$ cat src/hdl/merge_pkg.sv
package merge_pkg;

   localparam int DATA_W     = 16;
   localparam int LANES      = 4;
   localparam int LANE_W     = 2;
   localparam int FIFO_DEPTH = 16;
   localparam int FIFO_AW    = $clog2(FIFO_DEPTH);

   // Reserved key that closes every run.
   localparam logic [DATA_W-1:0] END_KEY = '0;

   typedef struct packed {
      logic              valid;
      logic [DATA_W-1:0] data;
   } stream_beat_t;

   // Head status of the two run FIFOs of one lane.
   typedef struct packed {
      logic a_empty;
      logic b_empty;
      logic a_end;
      logic b_end;
      logic a_lte_b;
   } merge_flags_t;

   typedef enum logic [1:0] {
      ST_TOGGLE  = 2'd0,
      ST_NOMINAL = 2'd1,
      ST_DONE_A  = 2'd2,
      ST_DONE_B  = 2'd3
   } merge_state_e;

endpackage
$ cat src/hdl/merge_sorter_top.sv
module merge_sorter_top (
   input  logic                    i_clk,
   input  logic                    i_rst_n,
   input  merge_pkg::stream_beat_t i_in,
   output logic                    o_in_ready,
   output merge_pkg::stream_beat_t o_out,
   input  logic                    i_out_ready
);

   merge_pkg::stream_beat_t [merge_pkg::LANES-1:0] lane_beat;
   logic [merge_pkg::LANES-1:0]                    lane_side_b;
   logic [merge_pkg::LANES-1:0]                    lane_ready_a;
   logic [merge_pkg::LANES-1:0]                    lane_ready_b;
   merge_pkg::stream_beat_t [merge_pkg::LANES-1:0] lane_out;
   logic [merge_pkg::LANES-1:0]                    lane_out_ready;

   run_dispatch u_run_dispatch (
      .i_clk          (i_clk),
      .i_rst_n        (i_rst_n),
      .i_in           (i_in),
      .o_in_ready     (o_in_ready),
      .o_lane_beat    (lane_beat),
      .o_lane_side_b  (lane_side_b),
      .i_lane_ready_a (lane_ready_a),
      .i_lane_ready_b (lane_ready_b)
   );

   for (genvar g = 0; g < merge_pkg::LANES; g++) begin : g_lane
      merge_lane u_merge_lane (
         .i_clk       (i_clk),
         .i_rst_n     (i_rst_n),
         .i_beat      (lane_beat[g]),
         .i_side_b    (lane_side_b[g]),
         .o_ready_a   (lane_ready_a[g]),
         .o_ready_b   (lane_ready_b[g]),
         .o_out       (lane_out[g]),
         .i_out_ready (lane_out_ready[g])
      );
   end

   run_collect u_run_collect (
      .i_clk        (i_clk),
      .i_rst_n      (i_rst_n),
      .i_lane_beat  (lane_out),
      .o_lane_ready (lane_out_ready),
      .o_out        (o_out),
      .i_out_ready  (i_out_ready)
   );

endmodule

$ cat src/hdl/run_collect.sv
module run_collect (
   input  logic                                           i_clk,
   input  logic                                           i_rst_n,
   input  merge_pkg::stream_beat_t [merge_pkg::LANES-1:0] i_lane_beat,
   output logic [merge_pkg::LANES-1:0]                    o_lane_ready,
   output merge_pkg::stream_beat_t                        o_out,
   input  logic                                           i_out_ready
);

   logic [merge_pkg::LANE_W-1:0] lane_idx;
   logic                         out_end;

   assign o_out   = i_lane_beat[lane_idx];
   assign out_end = (o_out.data == merge_pkg::END_KEY);

   always_comb begin
      for (int l = 0; l < merge_pkg::LANES; l++) begin
         o_lane_ready[l] = i_out_ready && (int'(lane_idx) == l);
      end
   end

   // Move on once the whole merged run has left.
   always_ff @(posedge i_clk or negedge i_rst_n) begin
      if (!i_rst_n) begin
         lane_idx <= '0;
      end else if (o_out.valid && i_out_ready && out_end) begin
         lane_idx <= lane_idx + 1'b1;
      end
   end

endmodule

$ cat src/hdl/run_dispatch.sv
module run_dispatch (
   input  logic                                           i_clk,
   input  logic                                           i_rst_n,
   input  merge_pkg::stream_beat_t                        i_in,
   output logic                                           o_in_ready,
   output merge_pkg::stream_beat_t [merge_pkg::LANES-1:0] o_lane_beat,
   output logic [merge_pkg::LANES-1:0]                    o_lane_side_b,
   input  logic [merge_pkg::LANES-1:0]                    i_lane_ready_a,
   input  logic [merge_pkg::LANES-1:0]                    i_lane_ready_b
);

   logic [merge_pkg::LANE_W-1:0] lane_idx;
   logic                         side_b;
   logic                         in_end;

   assign in_end = (i_in.data == merge_pkg::END_KEY);

   assign o_in_ready    = side_b ? i_lane_ready_b[lane_idx] : i_lane_ready_a[lane_idx];
   assign o_lane_side_b = {merge_pkg::LANES{side_b}};

   // Only the selected lane sees valid.
   always_comb begin
      for (int l = 0; l < merge_pkg::LANES; l++) begin
         o_lane_beat[l].valid = i_in.valid && (int'(lane_idx) == l);
         o_lane_beat[l].data  = i_in.data;
      end
   end

   // A run ends on the marker; the pair ends on the B marker.
   always_ff @(posedge i_clk or negedge i_rst_n) begin
      if (!i_rst_n) begin
         lane_idx <= '0;
         side_b   <= 1'b0;
      end else if (i_in.valid && o_in_ready && in_end) begin
         side_b <= !side_b;
         if (side_b) begin
            lane_idx <= lane_idx + 1'b1;
         end
      end
   end

   a_in_hold: assert property (
      @(posedge i_clk) disable iff (!i_rst_n)
      i_in.valid && !o_in_ready |=> i_in.valid && $stable(i_in.data)
   ) else $error("run_dispatch: input beat dropped before transfer");

endmodule

$ cat src/hdl/merge_lane.sv
module merge_lane (
   input  logic                    i_clk,
   input  logic                    i_rst_n,
   input  merge_pkg::stream_beat_t i_beat,
   input  logic                    i_side_b,
   output logic                    o_ready_a,
   output logic                    o_ready_b,
   output merge_pkg::stream_beat_t o_out,
   input  logic                    i_out_ready
);

   logic [merge_pkg::DATA_W-1:0] a_head;
   logic [merge_pkg::DATA_W-1:0] b_head;
   logic                         a_full;
   logic                         b_full;
   logic                         a_empty;
   logic                         b_empty;
   logic                         push_a;
   logic                         push_b;
   logic                         pop_a;
   logic                         pop_b;
   logic                         load;
   logic                         sel_a;
   logic                         slot_free;
   merge_pkg::merge_flags_t      flags;
   logic                         out_valid;
   logic [merge_pkg::DATA_W-1:0] out_data;

   assign o_ready_a = !a_full;
   assign o_ready_b = !b_full;
   assign push_a    = i_beat.valid && !i_side_b && !a_full;
   assign push_b    = i_beat.valid && i_side_b && !b_full;

   run_fifo u_fifo_a (
      .i_clk   (i_clk),
      .i_rst_n (i_rst_n),
      .i_push  (push_a),
      .i_data  (i_beat.data),
      .o_full  (a_full),
      .i_pop   (pop_a),
      .o_head  (a_head),
      .o_empty (a_empty)
   );

   run_fifo u_fifo_b (
      .i_clk   (i_clk),
      .i_rst_n (i_rst_n),
      .i_push  (push_b),
      .i_data  (i_beat.data),
      .o_full  (b_full),
      .i_pop   (pop_b),
      .o_head  (b_head),
      .o_empty (b_empty)
   );

   assign flags.a_empty = a_empty;
   assign flags.b_empty = b_empty;
   assign flags.a_end   = !a_empty && (a_head == merge_pkg::END_KEY);
   assign flags.b_end   = !b_empty && (b_head == merge_pkg::END_KEY);
   assign flags.a_lte_b = (a_head <= b_head);

   // Slot frees up in the same cycle it is taken.
   assign slot_free = !out_valid || i_out_ready;

   merge_control u_merge_control (
      .i_clk       (i_clk),
      .i_rst_n     (i_rst_n),
      .i_flags     (flags),
      .i_slot_free (slot_free),
      .o_pop_a     (pop_a),
      .o_pop_b     (pop_b),
      .o_load      (load),
      .o_sel_a     (sel_a)
   );

   always_ff @(posedge i_clk or negedge i_rst_n) begin
      if (!i_rst_n) begin
         out_valid <= 1'b0;
      end else if (load) begin
         out_valid <= 1'b1;
      end else if (i_out_ready) begin
         out_valid <= 1'b0;
      end
   end

   // Both markers popped together close the merged run.
   always_ff @(posedge i_clk) begin
      if (load) begin
         out_data <= (pop_a && pop_b) ? merge_pkg::END_KEY : (sel_a ? a_head : b_head);
      end
   end

   assign o_out.valid = out_valid;
   assign o_out.data  = out_data;

   a_out_hold: assert property (
      @(posedge i_clk) disable iff (!i_rst_n)
      out_valid && !i_out_ready |=> out_valid && $stable(out_data)
   ) else $error("merge_lane: output beat changed while stalled");

endmodule

$ cat src/hdl/merge_control.sv
module merge_control (
   input  logic                    i_clk,
   input  logic                    i_rst_n,
   input  merge_pkg::merge_flags_t i_flags,
   input  logic                    i_slot_free,
   output logic                    o_pop_a,
   output logic                    o_pop_b,
   output logic                    o_load,
   output logic                    o_sel_a
);

   merge_pkg::merge_state_e state;
   merge_pkg::merge_state_e next_state;
   logic                    stall;

   // Missing head or busy output slot.
   assign stall = !i_slot_free
                | (((state == merge_pkg::ST_TOGGLE) || (state == merge_pkg::ST_NOMINAL)) &&
                   (i_flags.a_empty || i_flags.b_empty))
                | ((state == merge_pkg::ST_DONE_A) && i_flags.b_empty)
                | ((state == merge_pkg::ST_DONE_B) && i_flags.a_empty);

   always_comb begin
      next_state = state;
      o_pop_a    = 1'b0;
      o_pop_b    = 1'b0;
      o_sel_a    = 1'b1;
      case (state)
         merge_pkg::ST_TOGGLE: begin
            if (!i_flags.a_empty && !i_flags.b_empty) begin
               if (i_flags.a_end && i_flags.b_end) begin
                  // Two empty runs close at once.
                  o_pop_a = !stall;
                  o_pop_b = !stall;
               end else if (i_flags.a_end) begin
                  next_state = merge_pkg::ST_DONE_A;
               end else if (i_flags.b_end) begin
                  next_state = merge_pkg::ST_DONE_B;
               end else begin
                  next_state = merge_pkg::ST_NOMINAL;
               end
            end
         end
         merge_pkg::ST_NOMINAL: begin
            if (i_flags.a_end) begin
               next_state = merge_pkg::ST_DONE_A;
            end else if (i_flags.b_end) begin
               next_state = merge_pkg::ST_DONE_B;
            end else if (!stall) begin
               // Ties go to A.
               o_sel_a = i_flags.a_lte_b;
               o_pop_a = i_flags.a_lte_b;
               o_pop_b = !i_flags.a_lte_b;
            end
         end
         merge_pkg::ST_DONE_A: begin
            o_sel_a = 1'b0;
            if (!stall) begin
               o_pop_b = 1'b1;
               if (i_flags.b_end) begin
                  o_pop_a    = 1'b1;
                  next_state = merge_pkg::ST_TOGGLE;
               end
            end
         end
         merge_pkg::ST_DONE_B: begin
            if (!stall) begin
               o_pop_a = 1'b1;
               if (i_flags.a_end) begin
                  o_pop_b    = 1'b1;
                  next_state = merge_pkg::ST_TOGGLE;
               end
            end
         end
         default: begin
            next_state = merge_pkg::ST_TOGGLE;
         end
      endcase
   end

   assign o_load = o_pop_a | o_pop_b;

   always_ff @(posedge i_clk or negedge i_rst_n) begin
      if (!i_rst_n) begin
         state <= merge_pkg::ST_TOGGLE;
      end else begin
         state <= next_state;
      end
   end

   a_no_empty_pop: assert property (
      @(posedge i_clk) disable iff (!i_rst_n)
      !((o_pop_a && i_flags.a_empty) || (o_pop_b && i_flags.b_empty))
   ) else $error("merge_control: pop from empty FIFO");

endmodule

$ cat src/hdl/run_fifo.sv
module run_fifo (
   input  logic                         i_clk,
   input  logic                         i_rst_n,
   input  logic                         i_push,
   input  logic [merge_pkg::DATA_W-1:0] i_data,
   output logic                         o_full,
   input  logic                         i_pop,
   output logic [merge_pkg::DATA_W-1:0] o_head,
   output logic                         o_empty
);

   logic [merge_pkg::DATA_W-1:0] mem [merge_pkg::FIFO_DEPTH];

   // Extra top bit tells a full FIFO from an empty one.
   logic [merge_pkg::FIFO_AW:0] wr_ptr;
   logic [merge_pkg::FIFO_AW:0] rd_ptr;

   assign o_empty = (wr_ptr == rd_ptr);
   assign o_full  = (wr_ptr[merge_pkg::FIFO_AW] != rd_ptr[merge_pkg::FIFO_AW]) &&
                    (wr_ptr[merge_pkg::FIFO_AW-1:0] == rd_ptr[merge_pkg::FIFO_AW-1:0]);

   // First word falls through to the head.
   assign o_head = mem[rd_ptr[merge_pkg::FIFO_AW-1:0]];

   always_ff @(posedge i_clk) begin
      if (i_push) begin
         mem[wr_ptr[merge_pkg::FIFO_AW-1:0]] <= i_data;
      end
   end

   always_ff @(posedge i_clk or negedge i_rst_n) begin
      if (!i_rst_n) begin
         wr_ptr <= '0;
         rd_ptr <= '0;
      end else begin
         if (i_push) begin
            wr_ptr <= wr_ptr + 1'b1;
         end
         if (i_pop) begin
            rd_ptr <= rd_ptr + 1'b1;
         end
      end
   end

   // The dispatcher must hold off while the run FIFO is full.
   a_no_push_full: assert property (
      @(posedge i_clk) disable iff (!i_rst_n)
      i_push |-> !o_full
   ) else $error("run_fifo: push while full");

endmodule

$ cat config.mk
export PLATFORM = sky130hd
export DESIGN_NAME = merge_sorter_top
export DESIGN_NICKNAME = d
export VERILOG_FILES = /design/src/hdl/merge_pkg.sv /design/src/hdl/merge_sorter_top.sv /design/src/hdl/run_collect.sv /design/src/hdl/run_dispatch.sv /design/src/hdl/merge_lane.sv /design/src/hdl/merge_control.sv /design/src/hdl/run_fifo.sv
export SDC_FILE = /design/constraint.sdc
export NUM_CORES = 2
export LEC_CHECK = 0
export ABC_AREA = 1
export CAP_MARGIN = 15
export CORE_ASPECT_RATIO = 2
export CORE_MARGIN = 2
export CORE_UTILIZATION = 58
export DETAILED_ROUTE_END_ITERATION = 12
export DONT_BUFFER_PORTS = 1
export PLACE_DENSITY = 0.76
export SLEW_MARGIN = 20
export SYNTH_ARGS = -nofsm -noshare
export SYNTH_HDL_FRONTEND = slang
export SYNTH_HIERARCHICAL = 1
export SYNTH_SLANG_ARGS = --single-unit
$ cat constraint.sdc
create_clock -name i_clk -period 3.15 [get_ports i_clk]
set_input_delay 0.315 -clock i_clk [delete_from_list [all_inputs] [get_ports i_clk]]
set_output_delay 0.315 -clock i_clk [all_outputs]
set_load 0.02 [all_outputs]
* Yosys cells after proc, flatten, opt, wreduce, memory -nomap -nowiden
Memory sizes are Yosys's and may differ from the RTL's.
Cells that the tools add are included.
** Operators by class
- Add/sub/neg operators :: 18
- $lt $le $gt $ge :: 6
- Equality and inequality tests :: 70
- Muxes and demuxes :: 155
- Bitwise operators :: 16
- Reductions and logical operators :: 138
** Operators with widths (number)
- $logic_not A16 Y1 :: 10
- $mux W1 :: 91
- $add A5 B1 Y5 const B :: 16
- $mux W2 :: 40
- $logic_and A1 B1 Y1 :: 68
- $le A16 B16 Y1 :: 4
- $mux W16 :: 4
- $eq A5 B5 Y1 :: 8
- $ne A2 B2 Y1 const B :: 20
- $bmux W17 S2 :: 1
- $logic_not A1 Y1 :: 33
- $eq A4 B4 Y1 :: 8
- $pmux W1 S4 :: 8
- $pmux W2 S4 :: 4
- $reduce_and A7 Y1 :: 4
- $eq A2 B2 Y1 const B :: 12
- $mux W17 :: 1
- $or A1 B1 Y1 :: 16
- $eq A2 B1 Y1 const B :: 6
- $logic_not A2 Y1 :: 6
- $logic_or A1 B1 Y1 :: 12
- $ne A3 B3 Y1 const B :: 4
- $ne A1 B1 Y1 :: 8
- $ne A2 B1 Y1 const B :: 4
- other kinds (6) :: 15
** Word-level totals
- Register bits :: 161
- Bits in writable memories :: 2048
- Input port bits :: 20
- Output and inout bits :: 18
- Memories :: 8
** Memories
- g_lane[0].u_merge_lane.u_fifo_a.mem :: depth 16, bits a word 16, read ports 1, clocked after memory_dff 0, wr ports 1, RTL line run_fifo.sv:12 : logic [merge_pkg::DATA_W-1:0] mem [merge_pkg::FIFO_DEPTH];
- g_lane[0].u_merge_lane.u_fifo_b.mem :: depth 16, bits a word 16, read ports 1, clocked after memory_dff 0, wr ports 1, RTL line run_fifo.sv:12
- g_lane[1].u_merge_lane.u_fifo_a.mem :: depth 16, bits a word 16, read ports 1, clocked after memory_dff 0, wr ports 1, RTL line run_fifo.sv:12
- g_lane[1].u_merge_lane.u_fifo_b.mem :: depth 16, bits a word 16, read ports 1, clocked after memory_dff 0, wr ports 1, RTL line run_fifo.sv:12
- g_lane[2].u_merge_lane.u_fifo_a.mem :: depth 16, bits a word 16, read ports 1, clocked after memory_dff 0, wr ports 1, RTL line run_fifo.sv:12
- g_lane[2].u_merge_lane.u_fifo_b.mem :: depth 16, bits a word 16, read ports 1, clocked after memory_dff 0, wr ports 1, RTL line run_fifo.sv:12
- 2 more memories

* Longest topological paths before layout
- Depth after elaboration :: 13
- Mapped depth :: 32
- Gate-level depth less buffers :: 28

* Cells and area by module
Netlist, hierarchy kept.
** By module, submodules not included
- run_fifo at g_lane[0].u_merge_lane.u_fifo_a ... :: times used 6, cells an instance 1165, area each 11771.3 µm², sequential area each 7937.6 µm²
- run_fifo at g_lane[3].u_merge_lane.u_fifo_a ... :: times used 2, cells an instance 1167, area each 11787.6 µm², sequential area each 7937.6 µm²
- merge_lane :: times used 4, cells an instance 157, area each 1286.2 µm², sequential area each 505.5 µm²
- merge_control :: times used 4, cells an instance 53, area each 304.0 µm², sequential area each 50.0 µm²
- run_dispatch :: times used 1, cells an instance 136, area each 907.1 µm², sequential area each 75.1 µm²
- run_collect :: times used 1, cells an instance 184, area each 872.1 µm², sequential area each 50.0 µm²

* Least setup slack after synthesis
OpenSTA, ideal clock, no wires.
- Kind :: reg2reg
- Start :: register g_lane[3].u_merge_lane/u_fifo_b/rd_ptr[0] (netlist bit)
- End :: register g_lane[3].u_merge_lane/out_data[0] (netlist bit), enable pin
- Setup time :: 0.373 ns
- Data arrival time :: 2.767 ns
- Data required time :: 2.777 ns
- Slack :: 0.010 ns
- Stages on the path, launching flop included :: 25
- Path buffers :: 3
- Clock period less this slack :: 3.140 ns
- Cell sequence :: dfrtp_1 > buf_4 > inv_2 > buf_6 > buf_4 > nand2_1 > nand2_1 > nand2_1 > nand3_1 > nand3_1 > nand2_1 > inv_1 > ha_1 > a21o_1 > nor2_1 > nand2_1 > nand2_1 > nand2_1 > nand2_1 > inv_1 > o21ai_0 > nand3_1 > nand3_2 > inv_1 > nand2_1
** RTL lines
- start: declaration :: RTL line run_fifo.sv:16 : logic [merge_pkg::FIFO_AW:0] rd_ptr;
- start signal: assignment :: RTL line run_fifo.sv:40 : rd_ptr <= rd_ptr + 1'b1;
- end signal: assignment :: RTL line merge_lane.sv:89 : out_data <= (pop_a && pop_b) ? merge_pkg::END_KEY : (sel_a ? a_head : b_head);
- end: declaration :: RTL line merge_lane.sv:27 : logic [merge_pkg::DATA_W-1:0] out_data;

==> summary.md <==
| Metric | Value |
|---|---|
| Ranking of synthesized cells by area | edfxtp_1, nand2_1, inv_1, nand3_1, dfrtp_1 |
| Pwr dens | 591 mW/mm2 |
| Post-Route Utilization | 0.697 |
| Starting DRT DRC Count | 7209 |
| Drt total wl | 300000 um |
| Initial antenna violation count | 5 |
| CTS sink count | 2209 |
| Clk_lat worst skew | 0.87 ns |
| Arr. time, crit path | 4.49 ns |
| # H-tree levels | 4 |
| Placed Area | 0.110 mm2 |
| RD Place Congestion | 1.00 |
| VDD IR max | 0.648 mV |
| CP startpoint kind | register |
| Port bufs | 0 |
| Clock-pin slew on the worst setup and hold paths | 0.07 ns |
| Placed cells | 13000 |
| Critical path class | reg2reg |
| Worst-Margin Slew | 1.00 ns |
| Critical path's slowest cell | dfrtp_4 |
| Core ar. | 0.176 mm2 |
| Largest net degree at the start of global routing | 130 |
| Final instance area | 0.123 mm2 |
| Layout cells sized above 1 | 0.178 |
| Area leader, netlist | edfxtp_1 |
| Crit Path Max Fanout | 8 |
| Via count | 74900 |
| Post-route minimum period | 3.86 ns |
| Worst EP required | 3.77 ns |
| CP dominant cell by count | nand2_2 |
| Max incr delay on CP | 0.50 ns |
| Grt total ovfl | 0 |
| Vias per cell | 5.55 |
| # IOs | 38 |
| Syn_nets | 10600 |
| Post-detailed-route wirelength per cell | 22.3 um |
| Synthesis warning total | 6 |
| Final cell count without fillers | 13500 |
| Post-synthesis cell type count | 33 |
| RSZ-0062 raised after global routing | true |
| Number of buffers created by CTS | 190 |
| Hold Vio Cnt, Final | 10 |
| CP endpoint kind | register |
| Fin Setup TNS | -80.34 ns |
| Max Freq | 259 MHz |
| Failing checks | hold timing, setup timing |
| Mapped Area | 0.102 mm2 |
| Post-synthesis cell count | 10500 |
| Clock Skews | 0.0663 ns |
| GRT Total Usage | 0.322 |
| Final max-slew violation count | 0 |
| Die Y | 598 um |
| P_leak | 54.2 nW |
| Final nets | 11200 |
| Post-DP HPWL | 178000 um |
| Final worst path period share | 1.23 |
| Site Rows | 218 |
| DR pass1 iterations | 8 |
| Final Power | 72.5 mW |
| DRC Markers | 0 |
| Worst setup margin | -0.713 ns |
| Status | complete, but fails checks |
| Top-area cell type share of the netlist area | 0.620 |
| Hold WS | -0.0372 ns |
| # setup viols final | 178 |
| CTS tree | done |
| Global-route wire length before repair | 433000 um |
| Sequential fraction of the synthesis area | 0.643 |
| Chip width | 301 um |
| Yosys reg bits | 2209 |
| Clk root buf | clkbuf_16 |
| Die area | 0.180 mm2 |
| Remaining antenna violation count | 0 |
| Max_slew headroom | 0.334 |
| MaxCap Viol Count | 0 |
| P&R area growth vs syn | 19.8% |
| Vias in the first global route | 75200 |
| Initial core utilization | 0.582 |
| HP Class | in2reg |
| Average cell area after synthesis | 9.76 um2 |
| Clk buf depth | 4 |
-- report_power, final --
| part | internal [mW] | switching (mW) | leakage, nW | total (mW) |
|---|---|---|---|---|
| logic | 5.93 | 9.68 | 31.1 | 15.6 |
| clock network | 13.0 | 10.7 | 2.96 | 23.6 |
| registers | 32.9 | 0.319 | 20.1 | 33.2 |
-- worst paths after layout --
check	startpoint	to	slack [ns]	cells after the start
setup / recovery	g_lane[2].u_merge_lane/u_fifo_b/rd_ptr[0]$_DFFE_PN0P_	g_lane[2].u_merge_lane/out_data[11]$_SDFFCE_PP0P_	-0.71	27
hold / removal	i_in[1]	g_lane[1].u_merge_lane/u_fifo_b/mem[4][1]$_DFFE_PP_	-0.04	1
setup reg to reg	g_lane[2].u_merge_lane/u_fifo_b/rd_ptr[0]$_DFFE_PN0P_	g_lane[2].u_merge_lane/out_data[11]$_SDFFCE_PP0P_	-0.71	27
hold reg to reg	g_lane[3].u_merge_lane/u_fifo_b/wr_ptr[4]$_DFFE_PN0P_	g_lane[3].u_merge_lane/u_fifo_b/wr_ptr[4]$_DFFE_PN0P_	0.49	1
max in group asynchronous	i_rst_n	g_lane[3].u_merge_lane/u_fifo_b/rd_ptr[0]$_DFFE_PN0P_	2.20	2
min in group asynchronous	i_rst_n	g_lane[1].u_merge_lane/u_fifo_a/rd_ptr[0]$_DFFE_PN0P_	-0.03	2
-- synth_stat cells --
master       n
a21o_1       4
a21oi_1    100
and2_1       5
and3_1       1
buf_1       16
buf_2      192
buf_4      153
buf_6       93
clkbuf_1    48
clkinv_1    12
dfrtp_1     97
edfxtp_1  2112
ha_1       114
inv_1     2132
inv_2       29
inv_4        2
nand2_1   3424
nand2_2     23
nand2_4      1
nand3_1   1364
nand3_2     13
nand4_1     47
nor2_1     267
nor2_2      13
nor2_4       5
nor3_1      13
nor3_2       4
nor3b_1      4
nor4_2       4
o21ai_0     24
o21ai_1     64
xnor2_1     40
xor2_1      64
-- cells by family (layout without fill, tap and decap cells) --
family                   Yosys count  count (layout)  synth area share
adder cells (fa/ha/maj)          114             114            0.0139
buffers and inverters           2677            3372             0.113
AO/OA/AOI/OAI                    192             192           0.00949
flip-flops                      2209            2209             0.643
XOR/XNOR                         104             104           0.00890
other                              0               2                 0
AND/OR/NAND/NOR                 5188            5190             0.211
-- registers in the layout, summed over array words and instances (netlist names) --
name                                       count
g_lane.u_merge_lane/out_data                  64
g_lane.u_merge_lane/out_valid                  4
g_lane.u_merge_lane/u_fifo_a/mem            1024
g_lane.u_merge_lane/u_fifo_a/rd_ptr           20
g_lane.u_merge_lane/u_fifo_a/wr_ptr           20
g_lane.u_merge_lane/u_fifo_b/mem            1024
g_lane.u_merge_lane/u_fifo_b/rd_ptr           20
g_lane.u_merge_lane/u_fifo_b/wr_ptr           20
g_lane.u_merge_lane/u_merge_control/state      8
u_run_collect/lane_idx                         2
u_run_dispatch/lane_idx                        2
u_run_dispatch/side_b                          1
-- critical path: cells and delay by family, from the launching register on --
kind                       cells  cell delay [ns]
DFF                            1             0.50
adders and majority gates      1             0.23
AOI/OAI and AO/OA              4             0.57
buffers and inverters          7             0.79
and+or+nand+nor               15             1.51
-- layer usage --
| metal | part of all wire | up-vias | global-route usage |
|---|---|---|---|
| met5 | 0 | - | 0 |
| met4 | 0.10 | 0 | 0.290 |
| met3 | 0.068 | 1283 | 0.0396 |
| met2 | 0.52 | 3860 | 0.578 |
| met1 | 0.31 | 35700 | 0.324 |
| li1 | - | 34100 | - |
-- through the flow --
step	hold WS (ns)	worst slack [ns]
after floorplan	0.0194	0.0101
after global placement	0.0401	-0.601
after detailed placement	0.0402	-0.714
after CTS	0.0120	-0.371
after global routing	0.00150	-0.815
final	-0.0372	-0.713
-- layout make-up --
type                       instances  area [um2]
fill                           11900       53300
sequential                      2209       65900
timing repair inverter             3        28.8
inverter                        2175        8340
timing repair buffer             857       10900
antenna                            2        5.00
clock inverter                   123        1240
clock buffer                     214        4870
multi-input combinational       5600       28500
tap                             2310        2890
-- placed cells by master (no fill, tap or decap), types with 26 or more instances in the layout --
cell type / Yosys / final
a21oi_1: 100 / 65
a21oi_2: 0 / 33
buf_12: 0 / 218
buf_16: 0 / 45
buf_4: 153 / 503
buf_6: 93 / 38
clkbuf_16: 0 / 221
clkinv_1: 12 / 52
clkinv_2: 0 / 29
dfrtp_1: 97 / 81
edfxtp_1: 2112 / 2112
ha_1: 114 / 66
ha_4: 0 / 48
inv_1: 2132 / 2027
inv_2: 29 / 107
nand2_1: 3424 / 3155
nand2_2: 23 / 210
nand2_4: 1 / 81
nand3_1: 1364 / 1146
nand3_2: 13 / 199
nand3_4: 0 / 32
nand4_1: 47 / 47
nor2_1: 267 / 238
nor2_2: 13 / 32
o21ai_1: 64 / 45
o21ai_2: 0 / 26
xnor2_1: 40 / 40
xor2_1: 64 / 61
-- what timing repair did --
action,in CTS,in global routing
gates resized for setup,550,534
hold buffers,21,1
cloned,26,36
setup endpoints to repair,181,201
hold endpoints to repair,2158,2
pin swaps,120,177
buffers inserted,37,32
(Power assumes the default switching activity.)
